**src/common/pe_pkg.sv**
```systemverilog
package pe_pkg;

    // one word for values, one for coordinates
    localparam int WORD_W  = 8;
    localparam int COORD_W = 8;

    // pixels per feature beat, weight slots and window groups
    localparam int LANES = 4;

    // beat opcode
    typedef enum logic {
        OP_WEIGHT  = 1'b0,
        OP_FEATURE = 1'b1
    } pe_op_e;

    // loader FSM
    typedef enum logic [1:0] {
        EMPTY     = 2'b00,
        LOADING   = 2'b01,
        FILLING   = 2'b10,
        STREAMING = 2'b11
    } load_state_e;

    // one weight or one pixel with its position
    typedef struct packed {
        logic signed [WORD_W-1:0]  value;
        logic signed [COORD_W-1:0] col;
        logic signed [COORD_W-1:0] row;
    } point_t;

    // input beat whose op selects the meaningful part
    typedef struct packed {
        pe_op_e                op;
        point_t                weight;
        point_t [LANES-1:0]    feature;
    } beat_t;

    typedef point_t [LANES-1:0] bank_t;

    // indexed window[group][pixel] with group 0 newest
    typedef point_t [LANES-1:0][LANES-1:0] window_t;

    typedef struct packed {
        logic signed [WORD_W-1:0]  value;
        logic signed [COORD_W-1:0] col_diff;
        logic signed [COORD_W-1:0] row_diff;
    } result_t;

    // lane (k, j) at index k*LANES+j
    typedef result_t [LANES*LANES-1:0] grid_out_t;

endpackage

```
**src/pe_array/pe_lane_cell.sv**
```systemverilog
`timescale 1ns/10ps

module pe_lane_cell #(
    parameter int FRAC_W = 4
) (
    input  pe_pkg::point_t  weight,
    input  pe_pkg::point_t  pixel,
    output pe_pkg::result_t result
);

    import pe_pkg::*;

    // full-width signed product
    logic signed [2*WORD_W-1:0]  product;
    logic signed [COORD_W-1:0]   col_diff;
    logic signed [COORD_W-1:0]   row_diff;

    assign product = $signed(weight.value) * $signed(pixel.value);

    // wraps mod 2^COORD_W
    assign col_diff = pixel.col - weight.col;
    assign row_diff = pixel.row - weight.row;

    always_comb begin
        // drop FRAC_W fraction bits, keep one word above them
        result.value    = product[FRAC_W +: WORD_W];
        result.col_diff = col_diff;
        result.row_diff = row_diff;
    end

endmodule

```
**src/pe_array/pe_mac_grid.sv**
```systemverilog
`timescale 1ns/10ps

module pe_mac_grid #(
    parameter int FRAC_W = 4
) (
    input  logic              clk,
    input  logic              rst,
    input  logic              window_valid,
    input  pe_pkg::bank_t     bank,
    input  pe_pkg::window_t   window,
    output logic              out_valid,
    output pe_pkg::grid_out_t out_result
);

    import pe_pkg::*;

    // combinational lane results
    grid_out_t lane_res;

    // weight slot k against every pixel of group k
    for (genvar k = 0; k < LANES; k++) begin : g_slot
        for (genvar j = 0; j < LANES; j++) begin : g_pixel
            pe_lane_cell #(
                .FRAC_W (FRAC_W)
            ) u_cell (
                .weight (bank[k]),
                .pixel  (window[k][j]),
                .result (lane_res[k*LANES+j])
            );
        end
    end

    always_ff @(posedge clk or posedge rst) begin
        if (rst) begin
            out_valid <= 1'b0;
        end else begin
            out_valid <= window_valid;
        end
    end

    // result holds between windows
    always_ff @(posedge clk or posedge rst) begin
        if (rst) begin
            out_result <= '0;
        end else if (window_valid) begin
            out_result <= lane_res;
        end
    end

endmodule

```
**src/pe_array/pe_loader.sv**
```systemverilog
`timescale 1ns/10ps

module pe_loader (
    input  logic            clk,
    input  logic            rst,
    input  logic            in_valid,
    input  pe_pkg::beat_t   in_beat,
    output logic            window_valid,
    output pe_pkg::bank_t   bank,
    output pe_pkg::window_t window
);

    import pe_pkg::*;

    localparam int PTR_W = $clog2(LANES);
    localparam logic [PTR_W-1:0] LAST = PTR_W'(LANES - 1);

    // sampled beat
    logic        beat_vld_q;
    beat_t       beat_q;

    load_state_e state_q;
    load_state_e state_d;
    logic [PTR_W-1:0] slot_ptr;
    logic [PTR_W-1:0] fill_cnt;
    logic [PTR_W-1:0] fill_cnt_d;
    logic        take_weight;
    logic        take_feature;
    logic        win_vld_d;

    always_ff @(posedge clk or posedge rst) begin
        if (rst) begin
            beat_vld_q <= 1'b0;
        end else begin
            beat_vld_q <= in_valid;
        end
    end

    always_ff @(posedge clk) begin
        if (in_valid) begin
            beat_q <= in_beat;
        end
    end

    assign take_weight = beat_vld_q && (beat_q.op == OP_WEIGHT);

    // features only count once the bank holds a full set
    assign take_feature = beat_vld_q && (beat_q.op == OP_FEATURE) &&
                          ((state_q == FILLING) || (state_q == STREAMING));

    always_comb begin
        state_d    = state_q;
        fill_cnt_d = fill_cnt;
        win_vld_d  = 1'b0;
        if (take_weight) begin
            fill_cnt_d = '0;
            if (slot_ptr == LAST) begin
                state_d = FILLING;
            end else begin
                state_d = LOADING;
            end
        end else if (take_feature) begin
            if (state_q == FILLING) begin
                fill_cnt_d = fill_cnt + 1'b1;
                // fourth group completes the window
                if (fill_cnt == LAST) begin
                    state_d   = STREAMING;
                    win_vld_d = 1'b1;
                end
            end else begin
                win_vld_d = 1'b1;
            end
        end
    end

    always_ff @(posedge clk or posedge rst) begin
        if (rst) begin
            state_q      <= EMPTY;
            slot_ptr     <= '0;
            fill_cnt     <= '0;
            window_valid <= 1'b0;
        end else begin
            state_q      <= state_d;
            fill_cnt     <= fill_cnt_d;
            window_valid <= win_vld_d;
            // wraps 3 -> 0
            if (take_weight) begin
                slot_ptr <= slot_ptr + 1'b1;
            end
        end
    end

    // weight bank
    always_ff @(posedge clk or posedge rst) begin
        if (rst) begin
            bank <= '0;
        end else if (take_weight) begin
            bank[slot_ptr] <= beat_q.weight;
        end
    end

    // oldest group drops out of the top as the window shifts
    always_ff @(posedge clk or posedge rst) begin
        if (rst) begin
            window <= '0;
        end else if (take_feature) begin
            for (int g = LANES - 1; g > 0; g--) begin
                window[g] <= window[g-1];
            end
            window[0] <= beat_q.feature;
        end
    end

endmodule

```
**src/pe_top.sv**
```systemverilog
`timescale 1ns/10ps

module pe_top #(
    parameter int FRAC_W = 4
) (
    input  logic              clk,
    input  logic              rst,
    input  logic              in_valid,
    input  pe_pkg::beat_t     in_beat,
    output logic              out_valid,
    output pe_pkg::grid_out_t out_result
);

    import pe_pkg::*;

    // loader to grid
    logic    window_valid;
    bank_t   bank;
    window_t window;

    // input register, FSM, weight bank and sliding window
    pe_loader u_loader (
        .clk          (clk),
        .rst          (rst),
        .in_valid     (in_valid),
        .in_beat      (in_beat),
        .window_valid (window_valid),
        .bank         (bank),
        .window       (window)
    );

    // registered 4x4 multiply and coordinate diffs
    pe_mac_grid #(
        .FRAC_W (FRAC_W)
    ) u_grid (
        .clk          (clk),
        .rst          (rst),
        .window_valid (window_valid),
        .bank         (bank),
        .window       (window),
        .out_valid    (out_valid),
        .out_result   (out_result)
    );

endmodule

```
**config.mk**
```make
export PLATFORM = sky130hd
export DESIGN_NAME = pe_top
export DESIGN_NICKNAME = d
export VERILOG_FILES = /design/src/common/pe_pkg.sv /design/src/pe_array/pe_lane_cell.sv /design/src/pe_array/pe_mac_grid.sv /design/src/pe_array/pe_loader.sv /design/src/pe_top.sv
export SDC_FILE = /design/constraint.sdc
export NUM_CORES = 2
export LEC_CHECK = 0
export ABC_AREA = 0
export BUFFER_PORTS_ARGS = -buffer_cell sky130_fd_sc_hd__buf_2
export CAP_MARGIN = 40
export CELL_PAD_IN_SITES_DETAIL_PLACEMENT = 2
export CELL_PAD_IN_SITES_GLOBAL_PLACEMENT = 2
export CORE_MARGIN = 8
export CORE_UTILIZATION = 45
export DETAILED_ROUTE_END_ITERATION = 16
export PLACE_DENSITY = 0.95
export SYNTH_ARGS = -nofsm -noshare
export SYNTH_HDL_FRONTEND = slang
export SYNTH_SLANG_ARGS = --single-unit
```
**constraint.sdc**
```tcl
create_clock -name clk -period 100.2 [get_ports clk]
set_clock_uncertainty 0.05 [all_clocks]
set_input_delay 30.06 -clock clk [delete_from_list [all_inputs] [get_ports clk]]
set_output_delay 30.06 -clock clk [all_outputs]
set_load 0.01 [all_outputs]
```
==> metrics.txt <==
largest net degree at the start of global routing 205; synth cell count leaders inv_1 (1177), dfrtp_1 (873), mux2_2 (690); Net count, final 8584; Tcrit/Tclk final 0.3239; drt total wl 386100 µm; # hold bufs at CTS 0; Post-Synth Adder-Cell Area 0.2672; Critical Setup Path Class in -> async; Post-Syn Instances 6821; final setup fails 0; hold path depth 1; Data arrival, critical path 33.18 ns; most numerous cell in the Yosys netlist inv_1; top cell type by total area after synthesis dfrtp_1; grt total ovfl 0; post-synth top area share 0.2972; Resized cells post-CTS 0; WL/cell 40.34 µm; total track usage 0.3996; syn avg cell area 10.78 µm²; Yosys warnings 0; fill cell count 16164; setup TNS 0 ns; Pre-antenna DRT Iters 6; Crit Path Max Fanout 63; largest family of logic cells by synthesized area adder cells; WHS 0.4295 ns; top cells by area, synth dfrtp_1 (30%), fa_1 (17%), mux2_2 (11%); gr busiest metal met2; die height 420.2 µm; xor/xnor share of the synthesized area 0.05648; cell row count 148; Post CTS Setup Buffer Count 0; Synth Net Count 8150; register area 0.02548 mm²; RSZ-0062 raised after global routing false; die width 420.2 µm; Final Hold Viols 0; fmax 0.03081 GHz; vias in the first global route 69509; Syn Std Cell Area 0.07351 mm²; first-pass GRT wire length 512100 µm; clock transition at the registers of the reported paths 0.07 ns; post-synthesis mux area share 0.1059; Synth Area in Compound Gates 0.05295; vias per cell 6.340; Crit path required time 100.92 ns; core area 0.1626 mm²; input/output buffers 508; Post-synth EDFFs 121; share of layout cells above drive strength 1 0.2004; Slew Viols, Final 0; Ports 509; die area 0.1765 mm²; met1 Usage GRT 0.4183; CTS max path bufs 3; Sink Count 994; post-route ant nets 0; Root Driver clkbuf_16; initial DRC count 6092; Final Wtd Congestion 0.8887; Hold WC Path Type reg -> reg; final core occ 0.5101; Num CTS Buffers 113; Max-Cap Viols 0; flops & latches, synth 994; synthesized-area fraction occupied by and/or/nand/nor cells 0.09726; CTS tree done; Clock H-tree levels 3; outcome finished clean; Async SR Flop Fraction 0.8783; placed wire-length estimate 236700 µm; clock latency on the worst-skew pair 0.86 ns; layout overhead on the synthesized area 12.83%; Register-to-Register Path Depth 16; Initial Util 0.4521; M3 GR Usage 0.09361; initial antenna violation count 77; area of the multi-input gates 0.04263 mm²; post-synth cell types 34; Max-slew headroom 0.2193; crit start category primary input; via count 60678; Synth Flop Type dfrtp_1; Setup crit end kind async pin; slew at the pin closest to its max-slew limit 1.171 ns; min cycle time layout 32.46 ns; sequential area share after synthesis 0.3466; met2 Track Usage GR 0.6719; DR DRC count 0
## worst max-delay path, cell delays in order
cell,delay (ns)
buf_2,0.13
inv_8,0.14
buf_4,0.71
buf_4,0.30
buf_16,0.29
buf_4,0.28
buf_16,0.30
buf_4,0.68
## sequential cells by signal, summed over array words and instances (netlist names), 2 cells and up
signal             flops
u_grid.out_result    384
u_loader.window      384
u_loader.beat_q      121
u_loader.bank         96
u_loader.fill_cnt      2
u_loader.slot_ptr      2
u_loader.state_q       2
## per-layer routing
metal	vias up	share of wire	wire, µm
met5	-	0.0010	391
met4	40	0.12	46270
met3	2433	0.087	33770
met2	4557	0.47	179900
met1	31109	0.33	125800
li1	22539	-	-
## final timing paths
kind	start	endpoint	slack, ns
max in group clk	u_grid.out_result[86]$_DFFE_PP0P_	out_result[86]	68.30
min	u_loader.beat_q[87]$_DFFE_PP_	u_loader.window[87]$_DFFE_PP0P_	0.43
min reg2reg	u_loader.beat_q[87]$_DFFE_PP_	u_loader.window[87]$_DFFE_PP0P_	0.43
max	rst	u_grid.out_result[232]$_DFFE_PP0P_	67.74
max reg2reg	u_loader.bank[67]$_DFFE_PP0P_	u_grid.out_result[263]$_DFFE_PP0P_	94.14
min in group asynchronous	rst	u_grid.out_result[57]$_DFFE_PP0P_	29.10
## cell usage in the layout (no fill, tap or decap), types with 29 or more instances in the layout
| cell | n |
|---|---|
| nand2_1 | 355 |
| buf_4 | 39 |
| fa_1 | 608 |
| a21o_1 | 96 |
| o21a_1 | 70 |
| inv_1 | 1176 |
| nor3_1 | 82 |
| diode_2 | 45 |
| nand2b_1 | 75 |
| xnor2_1 | 445 |
| edfxtp_1 | 121 |
| a21oi_1 | 252 |
| and2_1 | 505 |
| o21ai_0 | 173 |
| dfrtp_1 | 872 |
| mux2_2 | 690 |
| buf_2 | 507 |
| xor2_1 | 29 |
| o21bai_1 | 48 |
| clkbuf_16 | 116 |
| and3_1 | 32 |
| ha_1 | 597 |
| nor2b_1 | 76 |
| nor2_1 | 180 |
## cells by family after synthesis
family | count (synthesis)
adders and majority gates | 1205
muxes | 691
AOI/OAI and AO/OA | 661
buffers and inverters | 1430
xor gates and xnor gates | 474
DFF | 994
and+or+nand+nor | 1366
## through the flow
step           setup WS [ns]  instances  instance area (µm²)
6_report               67.74       9571                82940
4_1_cts                67.06       9520                82670
2_1_floorplan          45.55       6821                73510
5_1_grt                67.43       9549                82880
3_5_place_dp           66.33       9309                78540
3_3_place_gp           66.03       9293                78160
## final cells by class
class / count / share of cell area
Timing Repair Buffer: 572 / 0.04135
Multi-Input combinational cell: 4397 / 0.5140
Inverter: 1177 / 0.05336
Antenna cell: 45 / 0.001358
Clock buffer: 140 / 0.03814
Sequential cell: 994 / 0.3073
Clock inverter: 71 / 0.01172
Tap cell: 2175 / 0.03281
Power is left out: the tool's default activity adds up to more than one toggle a clock period on the data nets, which glitch-free logic cannot reach.
